--- src/include/exec_cfg.svh ---
`ifndef EXEC_CFG_SVH
`define EXEC_CFG_SVH

////////////////////////////////////////////////////////////////////////
// Execute stage configuration
////////////////////////////////////////////////////////////////////////

// Data and address width, one machine word
`define EXEC_XLEN 32

// Flow tag width, wraps on overflow
`define EXEC_TAG_W 3

// Link address increments
`define EXEC_LINK_FULL 4
`define EXEC_LINK_HALF 2

`endif

--- src/design/exec_pkg.sv ---
`include "exec_cfg.svh"

package exec_pkg;

    ////////////////////////////////////////////////////////////////////
    // Encodings
    ////////////////////////////////////////////////////////////////////

    typedef enum logic [7:0] {
        NOP,
        ADD, SUB, SLT, SLTU, XOR, OR, AND, SLL, SRL, SRA, LUI,
        LB, LBU, LH, LHU, LW, SB, SH, SW,
        BEQ, BNE, BLT, BLTU, BGE, BGEU, JAL, JALR,
        ECALL, EBREAK, MRET
    } op_e;

    typedef enum logic [1:0] {
        USER    = 2'b00,
        MACHINE = 2'b11
    } priv_e;

    // RISC-V mcause values; the no-exception marker takes an unused code
    typedef enum logic [3:0] {
        INSTRUCTION_ADDRESS_MISALIGNED = 4'd0,
        INSTRUCTION_ACCESS_FAULT       = 4'd1,
        ILLEGAL_INSTRUCTION            = 4'd2,
        BREAKPOINT                     = 4'd3,
        LOAD_ACCESS_FAULT              = 4'd5,
        ECALL_FROM_UMODE               = 4'd8,
        ECALL_FROM_MMODE               = 4'd11,
        NE                             = 4'd15
    } exc_code_e;

    ////////////////////////////////////////////////////////////////////
    // Stage bundles
    ////////////////////////////////////////////////////////////////////

    typedef struct packed {
        logic [`EXEC_XLEN-1:0]  pc;
        logic [`EXEC_XLEN-1:0]  op1;
        logic [`EXEC_XLEN-1:0]  op2;
        // Immediate, or store data for stores
        logic [`EXEC_XLEN-1:0]  op3;
        op_e                    op;
        logic                   compressed;
        logic [`EXEC_TAG_W-1:0] tag;
    } exec_req_t;

    // Faults flagged by fetch and decode
    typedef struct packed {
        logic illegal;
        logic misaligned_fetch;
        logic fetch_fault;
        logic load_fault;
    } exc_in_t;

    typedef struct packed {
        logic [`EXEC_XLEN-1:0] sum;
        logic [`EXEC_XLEN-1:0] link;
        logic [`EXEC_XLEN-1:0] logic_result;
        logic [`EXEC_XLEN-1:0] shift_result;
        logic                  equal;
        logic                  lt;
        logic                  ltu;
    } alu_res_t;

    typedef struct packed {
        logic [`EXEC_XLEN-1:0] addr;
        logic                  read_en;
        logic [3:0]            write_strb;
        logic [`EXEC_XLEN-1:0] write_data;
    } mem_req_t;

    typedef struct packed {
        logic      raise;
        logic      mret;
        exc_code_e code;
    } trap_t;

    typedef struct packed {
        logic                  write_en;
        op_e                   op;
        logic [`EXEC_XLEN-1:0] result;
    } wb_t;

endpackage

--- src/design/exec_alu.sv ---
`timescale 1ns/1ns
`include "exec_cfg.svh"

module exec_alu (
    input  exec_pkg::exec_req_t req_i,
    output exec_pkg::alu_res_t  res_o
);
    import exec_pkg::*;

    logic        [`EXEC_XLEN-1:0] op2_eff;
    logic        [`EXEC_XLEN-1:0] link_inc;
    logic signed [`EXEC_XLEN-1:0] op1_signed;
    logic signed [`EXEC_XLEN-1:0] op2_signed;
    logic        [4:0]            shamt;

    assign op1_signed = req_i.op1;
    assign op2_signed = req_i.op2;
    assign shamt      = req_i.op2[4:0];

    ////////////////////////////////////////////////////////////////////
    // Adders
    ////////////////////////////////////////////////////////////////////

    // SUB shares the main adder with the operand negated
    assign op2_eff   = (req_i.op == SUB) ? -req_i.op2 : req_i.op2;
    assign res_o.sum = req_i.op1 + op2_eff;

    // Return address for JAL and JALR
    assign link_inc   = req_i.compressed ? `EXEC_LINK_HALF : `EXEC_LINK_FULL;
    assign res_o.link = req_i.pc + link_inc;

    ////////////////////////////////////////////////////////////////////
    // Logic and shifts
    ////////////////////////////////////////////////////////////////////

    always_comb begin
        case (req_i.op)
            XOR:     res_o.logic_result = req_i.op1 ^ req_i.op2;
            OR:      res_o.logic_result = req_i.op1 | req_i.op2;
            default: res_o.logic_result = req_i.op1 & req_i.op2;
        endcase
    end

    always_comb begin
        case (req_i.op)
            SLL:     res_o.shift_result = req_i.op1 << shamt;
            SRA:     res_o.shift_result = op1_signed >>> shamt;
            default: res_o.shift_result = req_i.op1 >> shamt;
        endcase
    end

    ////////////////////////////////////////////////////////////////////
    // Compare flags
    ////////////////////////////////////////////////////////////////////

    // Shared by SLT/SLTU and the branch conditions
    assign res_o.equal = (req_i.op1 == req_i.op2);
    assign res_o.lt    = (op1_signed < op2_signed);
    assign res_o.ltu   = (req_i.op1 < req_i.op2);

endmodule

--- src/design/exec_branch.sv ---
`timescale 1ns/1ns
`include "exec_cfg.svh"

module exec_branch (
    input  exec_pkg::exec_req_t    req_i,
    input  exec_pkg::alu_res_t     alu_i,
    output logic                   taken_o,
    output logic [`EXEC_XLEN-1:0]  target_o
);
    import exec_pkg::*;

    logic [`EXEC_XLEN-1:0] branch_target;

    ////////////////////////////////////////////////////////////////////
    // Condition
    ////////////////////////////////////////////////////////////////////

    // Raw decision, kill gating happens in the trap controller
    always_comb begin
        case (req_i.op)
            BEQ:        taken_o = alu_i.equal;
            BNE:        taken_o = ~alu_i.equal;
            BLT:        taken_o = alu_i.lt;
            BLTU:       taken_o = alu_i.ltu;
            BGE:        taken_o = ~alu_i.lt;
            BGEU:       taken_o = ~alu_i.ltu;
            JAL, JALR:  taken_o = 1'b1;
            default:    taken_o = 1'b0;
        endcase
    end

    ////////////////////////////////////////////////////////////////////
    // Target
    ////////////////////////////////////////////////////////////////////

    // PC relative offset for conditional branches
    assign branch_target = req_i.pc + req_i.op3;

    always_comb begin
        case (req_i.op)
            // Bit 0 cleared as the ISA requires
            JALR:    target_o = {alu_i.sum[`EXEC_XLEN-1:1], 1'b0};
            JAL:     target_o = alu_i.sum;
            default: target_o = branch_target;
        endcase
    end

endmodule

--- src/design/exec_lsu.sv ---
`timescale 1ns/1ns
`include "exec_cfg.svh"

module exec_lsu (
    input  exec_pkg::exec_req_t   req_i,
    input  logic [`EXEC_XLEN-1:0] addr_sum_i,
    output exec_pkg::mem_req_t    mem_o,
    output logic                  access_o
);
    import exec_pkg::*;

    ////////////////////////////////////////////////////////////////////
    // Address and read enable
    ////////////////////////////////////////////////////////////////////

    // Memory sees word addresses, lanes come from the strobes
    assign mem_o.addr    = {addr_sum_i[`EXEC_XLEN-1:2], 2'b00};
    assign mem_o.read_en = req_i.op inside {LB, LBU, LH, LHU, LW};

    ////////////////////////////////////////////////////////////////////
    // Store data and strobes
    ////////////////////////////////////////////////////////////////////

    // Replicated so each lane carries the value
    always_comb begin
        case (req_i.op)
            SB:      mem_o.write_data = {4{req_i.op3[7:0]}};
            SH:      mem_o.write_data = {2{req_i.op3[15:0]}};
            default: mem_o.write_data = req_i.op3;
        endcase
    end

    always_comb begin
        case (req_i.op)
            SB: begin
                case (addr_sum_i[1:0])
                    2'b11:   mem_o.write_strb = 4'b1000;
                    2'b10:   mem_o.write_strb = 4'b0100;
                    2'b01:   mem_o.write_strb = 4'b0010;
                    default: mem_o.write_strb = 4'b0001;
                endcase
            end
            SH:      mem_o.write_strb = addr_sum_i[1] ? 4'b1100 : 4'b0011;
            SW:      mem_o.write_strb = 4'b1111;
            default: mem_o.write_strb = 4'b0000;
        endcase
    end

    // Qualifies the load fault in the trap controller
    assign access_o = mem_o.read_en | (|mem_o.write_strb);

endmodule

--- src/design/exec_trap_ctrl.sv ---
`timescale 1ns/1ns
`include "exec_cfg.svh"

module exec_trap_ctrl (
    input  logic                   clk,
    input  logic                   reset_n,
    input  logic [`EXEC_TAG_W-1:0] tag_i,
    input  exec_pkg::op_e          op_i,
    input  exec_pkg::exc_in_t      exc_i,
    input  exec_pkg::priv_e        priv_i,
    input  logic                   taken_i,
    input  logic                   access_i,
    output logic                   killed_o,
    output logic                   jump_o,
    output exec_pkg::trap_t        trap_o
);
    import exec_pkg::*;

    logic [`EXEC_TAG_W-1:0] curr_tag;

    ////////////////////////////////////////////////////////////////////
    // Kill and jump
    ////////////////////////////////////////////////////////////////////

    // Instructions from a stale flow carry the old tag
    assign killed_o = (curr_tag != tag_i);
    assign jump_o   = taken_i & ~killed_o;

    ////////////////////////////////////////////////////////////////////
    // Trap priority
    ////////////////////////////////////////////////////////////////////

    always_comb begin
        trap_o = '{raise: 1'b0, mret: 1'b0, code: NE};
        if (!killed_o) begin
            if (exc_i.fetch_fault) begin
                trap_o.raise = 1'b1;
                trap_o.code  = INSTRUCTION_ACCESS_FAULT;
            end
            else if (exc_i.illegal) begin
                trap_o.raise = 1'b1;
                trap_o.code  = ILLEGAL_INSTRUCTION;
            end
            else if (exc_i.misaligned_fetch) begin
                trap_o.raise = 1'b1;
                trap_o.code  = INSTRUCTION_ADDRESS_MISALIGNED;
            end
            else if (op_i == ECALL) begin
                trap_o.raise = 1'b1;
                trap_o.code  = (priv_i == USER) ? ECALL_FROM_UMODE : ECALL_FROM_MMODE;
            end
            else if (op_i == EBREAK) begin
                trap_o.raise = 1'b1;
                trap_o.code  = BREAKPOINT;
            end
            // Fault flag only counts with a real memory access
            else if (exc_i.load_fault && access_i) begin
                trap_o.raise = 1'b1;
                trap_o.code  = LOAD_ACCESS_FAULT;
            end
            else if (op_i == MRET) begin
                trap_o.mret = 1'b1;
            end
        end
    end

    ////////////////////////////////////////////////////////////////////
    // Flow tag
    ////////////////////////////////////////////////////////////////////

    // Any redirect starts a new flow, the counter just wraps
    always_ff @(posedge clk or negedge reset_n) begin
        if (!reset_n) begin
            curr_tag <= '0;
        end
        else if (jump_o || trap_o.raise || trap_o.mret) begin
            curr_tag <= curr_tag + 1'b1;
        end
    end

endmodule

--- src/design/exec_writeback.sv ---
`timescale 1ns/1ns
`include "exec_cfg.svh"

module exec_writeback (
    input  logic                clk,
    input  logic                reset_n,
    input  logic                stall_i,
    input  exec_pkg::exec_req_t req_i,
    input  exec_pkg::alu_res_t  alu_i,
    input  logic                killed_i,
    input  logic                raise_i,
    output exec_pkg::wb_t       wb_o
);
    import exec_pkg::*;

    logic [`EXEC_XLEN-1:0] result;
    logic                  write_en;

    ////////////////////////////////////////////////////////////////////
    // Result select
    ////////////////////////////////////////////////////////////////////

    always_comb begin
        case (req_i.op)
            JAL, JALR:     result = alu_i.link;
            LUI:           result = req_i.op2;
            SLT:           result = {{(`EXEC_XLEN-1){1'b0}}, alu_i.lt};
            SLTU:          result = {{(`EXEC_XLEN-1){1'b0}}, alu_i.ltu};
            XOR, OR, AND:  result = alu_i.logic_result;
            SLL, SRL, SRA: result = alu_i.shift_result;
            // ADD, SUB and load addresses
            default:       result = alu_i.sum;
        endcase
    end

    // No register target for stores and branches
    always_comb begin
        case (req_i.op)
            NOP, SB, SH, SW,
            BEQ, BNE, BLT, BLTU, BGE, BGEU: write_en = 1'b0;
            default:                        write_en = ~(killed_i | raise_i);
        endcase
    end

    ////////////////////////////////////////////////////////////////////
    // Output register, holds while stalled
    ////////////////////////////////////////////////////////////////////

    always_ff @(posedge clk or negedge reset_n) begin
        if (!reset_n) begin
            wb_o.write_en <= 1'b0;
            wb_o.op       <= NOP;
            wb_o.result   <= '0;
        end
        else if (!stall_i) begin
            wb_o.write_en <= write_en;
            wb_o.op       <= req_i.op;
            wb_o.result   <= result;
        end
    end

endmodule

--- src/design/exec_top.sv ---
`timescale 1ns/1ns
`include "exec_cfg.svh"

module exec_top (
    input  logic                  clk,
    input  logic                  reset_n,
    input  logic                  stall_i,
    input  exec_pkg::exec_req_t   req_i,
    input  exec_pkg::exc_in_t     exc_i,
    input  exec_pkg::priv_e       priv_i,
    output exec_pkg::mem_req_t    mem_o,
    output logic                  jump_o,
    output logic [`EXEC_XLEN-1:0] jump_target_o,
    output logic                  killed_o,
    output exec_pkg::trap_t       trap_o,
    output exec_pkg::wb_t         wb_o
);
    import exec_pkg::*;

    alu_res_t alu_res;
    logic     taken;
    logic     mem_access;

    ////////////////////////////////////////////////////////////////////
    // Datapath
    ////////////////////////////////////////////////////////////////////

    exec_alu i_alu (
        .req_i (req_i),
        .res_o (alu_res)
    );

    exec_branch i_branch (
        .req_i    (req_i),
        .alu_i    (alu_res),
        .taken_o  (taken),
        .target_o (jump_target_o)
    );

    exec_lsu i_lsu (
        .req_i      (req_i),
        .addr_sum_i (alu_res.sum),
        .mem_o      (mem_o),
        .access_o   (mem_access)
    );

    ////////////////////////////////////////////////////////////////////
    // Control and write-back
    ////////////////////////////////////////////////////////////////////

    exec_trap_ctrl i_trap_ctrl (
        .clk      (clk),
        .reset_n  (reset_n),
        .tag_i    (req_i.tag),
        .op_i     (req_i.op),
        .exc_i    (exc_i),
        .priv_i   (priv_i),
        .taken_i  (taken),
        .access_i (mem_access),
        .killed_o (killed_o),
        .jump_o   (jump_o),
        .trap_o   (trap_o)
    );

    exec_writeback i_writeback (
        .clk      (clk),
        .reset_n  (reset_n),
        .stall_i  (stall_i),
        .req_i    (req_i),
        .alu_i    (alu_res),
        .killed_i (killed_o),
        .raise_i  (trap_o.raise),
        .wb_o     (wb_o)
    );

endmodule

--- config.mk ---
export PLATFORM = sky130hd
export DESIGN_NAME = exec_top
export DESIGN_NICKNAME = d
export VERILOG_FILES = /design/src/design/exec_pkg.sv /design/src/design/exec_alu.sv /design/src/design/exec_branch.sv /design/src/design/exec_lsu.sv /design/src/design/exec_trap_ctrl.sv /design/src/design/exec_writeback.sv /design/src/design/exec_top.sv
export VERILOG_INCLUDE_DIRS = /design/src /design/src/include
export SDC_FILE = /design/constraint.sdc
export NUM_CORES = 1
export LEC_CHECK = 0
export ABC_AREA = 1
export BUFFER_PORTS_ARGS = -buffer_cell sky130_fd_sc_hd__buf_2
export CORE_MARGIN = 5
export CORE_UTILIZATION = 40
export CTS_BUF_LIST = sky130_fd_sc_hd__clkbuf_4 sky130_fd_sc_hd__clkbuf_8 sky130_fd_sc_hd__clkbuf_16
export CTS_CLUSTER_SIZE = 16
export DETAILED_ROUTE_END_ITERATION = 10
export MAX_ROUTING_LAYER = met4
export PLACE_DENSITY = 0.57
export SLEW_MARGIN = 20
export SYNTH_ARGS = -nofsm -noshare
export SYNTH_HDL_FRONTEND = slang
export SYNTH_HIERARCHICAL = 1
export SYNTH_SLANG_ARGS = --single-unit
--- constraint.sdc ---
create_clock -name clk -period 8.8 [get_ports clk]
set_input_delay 0.88 -clock clk [delete_from_list [all_inputs] [get_ports clk]]
set_output_delay 0.88 -clock clk [all_outputs]
set_load 0.005 [all_outputs]
**After elaboration in Yosys (flattened, before gate mapping)**

Cells that the tools add are included.

- Flip-flop bits (word level): 44

- $add $sub $neg: 5
- Magnitude comparators: 2
- Equal/unequal tests: 34
- Shift operators: 3
- Multiplexer cells: 33
- Bitwise logic cells: 11
- Reduce and logical (&&, ||, !) cells: 11

Operator list:

| operator | count |
|---|---|
| $pmux W32 S2 | 4 |
| $pmux W32 S6 | 1 |
| $eq A8 B5 Y1 const B | 15 |
| $add A32 B32 Y32 | 3 |
| $eq A8 B4 Y1 const B | 8 |
| $lt A32 B32 Y1 | 2 |
| $and A32 B32 Y32 | 1 |
| $eq A32 B32 Y1 | 1 |
| $eq A8 B3 Y1 const B | 4 |
| $mux W32 | 1 |
| $neg A32 Y32 | 1 |
| $or A32 B32 Y32 | 1 |
| $shl A32 B5 Y32 | 1 |
| $shr A32 B5 Y32 | 1 |
| $sshr A32 B5 Y32 | 1 |
| $xor A32 B32 Y32 | 1 |
| $mux W4 | 7 |
| $pmux W4 S3 | 2 |
| $eq A8 B2 Y1 const B | 2 |
| $mux W1 | 14 |
| $reduce_or A10 Y1 | 1 |
| $logic_not A8 Y1 | 1 |
| $pmux W1 S7 | 1 |
| $mux W6 | 1 |
| 16 further kinds | 24 |

**Logic depth before layout (Yosys ltp)**

- Word-level depth: 19
- Gate-level depth with buffers: 29
- Gate-level depth less buffers: 26

**By module**

The synthesis kept the hierarchy.

By module, submodules not included:

| module | instances | cells an instance | area an instance (µm²) | seq. area each (µm²) |
|---|---|---|---|---|
| exec_alu | 1 | 1808 | 9918.3 | 0.0 |
| exec_writeback | 1 | 531 | 3184.3 | 1026.0 |
| exec_branch | 1 | 608 | 2922.8 | 0.0 |
| exec_lsu | 1 | 179 | 954.7 | 0.0 |
| exec_trap_ctrl | 1 | 81 | 475.5 | 75.1 |

**Worst setup path after synthesis**

OpenSTA, ideal clock, no wires.

- Path type: in2out
- From: input req_i[45] (netlist name)
- To: output jump_target_o[27]
- Arrival time: 3.676 ns
- Slack: 4.244 ns
- Stages: 24
- Buffers on the path: 3
- Path through: buf_6 -> inv_4 -> buf_6 -> buf_2 -> ha_1 -> nand3_2 -> nor2_2 -> nand3_1 -> nand2_1 -> nand2_1 -> nor2_1 -> xor2_1 -> ha_1 -> nand2_1 -> nor3_1 -> nand2_1 -> nor3_1 -> nand2_1 -> nand2_1 -> nand2_1 -> nand2_1 -> a21boi_0 -> inv_1 -> nand2_1

RTL lines:

| element | line | text |
|---|---|---|
| start, declared | exec_top.sv:8 | `input exec_pkg::exec_req_t req_i,` |
| end, declared | exec_top.sv:13 | `` output logic [`EXEC_XLEN-1:0] jump_target_o, `` |

**Final worst setup path**

- From: input req_i[45] (netlist name)
- To: output jump_target_o[30]

- Cells in the longest elaborated chain, start to end: 4

RTL lines:

| element | line | text |
|---|---|---|
| $neg A32 Y32 | exec_alu.sv:25 | `assign op2_eff = (req_i.op == SUB) ? -req_i.op2 : req_i.op2;` |
| $mux W32 * | exec_alu.sv:25 |  |
| $add A32 B32 Y32 * | exec_alu.sv:26 | `assign res_o.sum = req_i.op1 + op2_eff;` |
| $pmux W32 S2 * | exec_branch.sv:40 | `case (req_i.op)` |

Every way passes the cells marked *; elsewhere a longest branch is shown, timed or not.

==> results by group <==
Run status
  • Outcome: finished clean

STA
  • Final worst slack: 2.52 ns
  • Hold Vio Cnt, Final: 0
  • Slew @ Worst Pin: 1.08 ns
  • Max-slew violation count: 0
  • Slew Limit Headroom: 28.0%
  • Final setup viols: 0
  • Period utilisation layout: 71.4%
  • Setup TNS: 0 ns
  • Fin crit period: 6.28 ns
  • Final setup skew: 0.000291 ns
  • Max Fclk: 159 MHz
  • RSZ-0062 raised after global routing: false

CTS
  • Hold-fix buffers, CTS: 0
  • CTS clock-pin slew for the worst setup and hold paths: 0.06 ns
  • Worst-Skew Late Latency: 0.29 ns
  • Bufs on Longest Clock Path: 2
  • CTS tree: done
  • Post-CTS setup buffer count: 0
  • Inserted Clock Buffers: 5
  • CTS H-tree lvls: 2
  • Clk sinks: 44
  • CTS resizes: 0
  • Clock root buffer: clkbuf_16

Setup path
  • Worst path required time: 7.92 ns
  • CP max stage delay: 0.63 ns
  • CP Launch Type: primary input
  • Critical path, cell by cell: buf_2 -> buf_4 -> inv_4 -> ha_1 -> nand3_2 -> nor2_2 -> nand4_1 -> nand2_2 -> nand2_2 -> nor2_2 -> xor2_1 -> ha_1 -> nand2_1 -> nor2_1 -> inv_1 -> nor4_1 -> nand3_1 -> nand2_1 -> nand2_1 -> nand2_1 -> a21boi_0 -> inv_1 -> nand2_1 -> buf_2
  • Critical Path End Type: output pin
  • Crit Path Category: primary input to output pin
  • Family with the most delay on the worst path: simple AND/OR/NAND/NOR gates
  • Most used cell, CP: nand2_1
  • Buf/Inv on CP: 6
  • CP Max Fanout: 67
  • CP Data Arrival Time: 5.40 ns
  • R2R setup slack: 7.29 ns
  • Crit-path slowest cell: inv_4

Die
  • Die Wd: 219 µm
  • Core area: 43200 µm²
  • Rows: 76
  • IO Count: 299
  • Chip height: 219 µm
  • Die area: 47900 µm²
  • Initial Utilization: 40.4%

Final layout
  • Layout cells sized above 1: 14.1%
  • Filler cell count: 5008
  • Most frequent cells in the layout: nand2_1 (1117), nand3_1 (566), inv_1 (329), buf_2 (295), nor2_1 (235)
  • Syn-to-layout area delta: 8.43%
  • Nets: 3687
  • Final core occ: 43.8%
  • Most common cell after layout, fill and taps aside: nand2_1

Placement
  • Place WS: 2.68 ns
  • Final HPWL DP: 75500 µm
  • Gp weighted congestion: 1.08
  • PortBufs: 296

Synthesis
  • Synth Register Bits: 44
  • Cells after Synth: 3207
  • Asr flop ratio synth: 100%
  • Mapped Area: 17500 µm²
  • Syn_area_per_cell: 5.44 µm²
  • Sequential element share of the synthesized area: 6.31%
  • EDFF count, synth: 0
  • Unique masters post-synth: 57
  • Syn. warnings: 6
  • Primary FF master, synth: dfrtp_1

Power
  • P per Cell Area: 91.6 nW/µm²
  • Sw frac: 56.4%
  • Cell-internal power: 756 µW
  • P_sw: 979 µW
  • Logic pwr share: 71.4%
  • Reg power frac: 15.9%
  • Clock power share: 12.7%
  • LEAKAGE: 0.0109 µW
  • Worst VDD drop: 0.0839 mV

Global route
  • Largest net degree at the start of global routing: 98
  • Initial antenna violation count: 1
  • Tot GR Track Use: 37.1%
  • Number of global-route vias before repair: 21261
  • Grt ovf: 0
  • First-pass GRT wire length: 132000 µm

Drt
  • Routed wire per std cell: 23.0 µm
  • DR vias: 22392
  • Via count normalized by instance count: 5.66
  • Drt drc: 0
  • Routed WL: 90900 µm
  • 1st-pass router iterations: 6
  • DR iter-0 viols: 2396
  • Post-route ant nets: 0

Hold path
  • Hold Crit Class: flop to flop

Job
  • Max-Cap Viols: 0
==> metrics by stage <==
step | hold slack (ns) | power (µW) | area, µm² | std cells
3_3_place_gp | 0.460 | 1480 | 18800 | 3944
2_1_floorplan | 0.470 | 997 | 17500 | 3208
3_5_place_dp | 0.463 | 1490 | 18800 | 3944
6_report | 0.475 | 1730 | 18900 | 3953
5_1_grt | 0.487 | 1850 | 18900 | 3953
4_1_cts | 0.479 | 1710 | 18900 | 3952
==> synth_stat cells (all sizes together), types with 4 or more instances <==
cell    instances  area [µm²]
nand3b          7        52.6
o21bai         11        82.6
o21ai          78         402
nand4          32         206
nand3         578        2950
nor4            6        50.0
a21o            4        30.0
and2            7        43.8
ha            169        2110
a21oi          96         488
xor2           64         568
nor3           32         201
inv           357        1350
nor2          271        1210
o21a            4        30.0
nand2        1174        4590
o221ai         28         245
buf           136         958
o211ai         19         143
dfrtp          44        1100
or2             5        31.3
clkbuf         26        97.6
o31ai           4        30.0
a21boi         11        82.6
xnor2          30         263
==> sequential cells by signal, indices dropped and copies added, names as in the netlist <==
name and count:
i_writeback/wb_o 41, i_trap_ctrl/curr_tag 3
==> power by group through the flow <==
stage | sequential (µW) | clock, µW | combinational (µW)
floorplan | 272 | 0 | 725
CTS | 276 | 225 | 1210
global route | 280 | 233 | 1340
finish | 276 | 220 | 1240
detailed placement | 278 | 0 | 1210
global placement | 277 | 0 | 1210
==> tightest hold or removal path, delay by kind of cell (launching register included) <==
family	cells	cell delay (ns)
DFF	1	0.34
and+or+nand+nor	2	0.10
==> cell type report <==
cell class / count / area, µm² / area share [%]
timing repair buffer: 313 / 1610 / 8.51
sequential: 44 / 1100 / 5.82
clock buffer: 5 / 125 / 0.661
inverter: 360 / 1370 / 7.24
multi-input combinational: 2642 / 13900 / 73.6
tap: 585 / 732 / 3.87
clock inverter: 3 / 46.3 / 0.245
antenna: 1 / 2.50 / 0.0132
==> path summary, 6_finish.rpt <==
| kind | startpoint | cells past startpoint | end |
|---|---|---|---|
| max | req_i[45] | 24 | jump_target_o[30] |
| max reg2reg | i_trap_ctrl/curr_tag[0] | 10 | i_writeback/wb_o[40] |
| min | i_writeback/wb_o[29] | 2 | i_writeback/wb_o[29] |
| min reg2reg | i_writeback/wb_o[29] | 2 | i_writeback/wb_o[29] |
| min in group asynchronous | reset_n | 1 | i_writeback/wb_o[32] |
| max in group asynchronous | reset_n | 1 | i_writeback/wb_o[2] |
==> cell families after synthesis <==
family / Yosys count / synth area share, %
and+or+nand+nor: 2114 / 53.6
buffers and inverters: 522 / 13.9
AOI/OAI and AO/OA: 260 / 8.99
adders and majority gates: 172 / 12.5
xor gates and xnor gates: 94 / 4.76
DFF: 44 / 6.31
other: 1 / 0.0215
==> per-layer routing <==
layer | share of wire, % | up-vias | global-route usage [%] | wire [µm]
met5 | 0 | - | - | 0
met3 | 7.4 | 220 | 3.77 | 6690
met4 | 6.2 | 0 | 17.4 | 5640
met2 | 44 | 1134 | 58.5 | 40400
met1 | 42 | 10405 | 48.0 | 38200
li1 | - | 10633 | - | -
No activity file was read; power rests on OpenSTA's default activity.
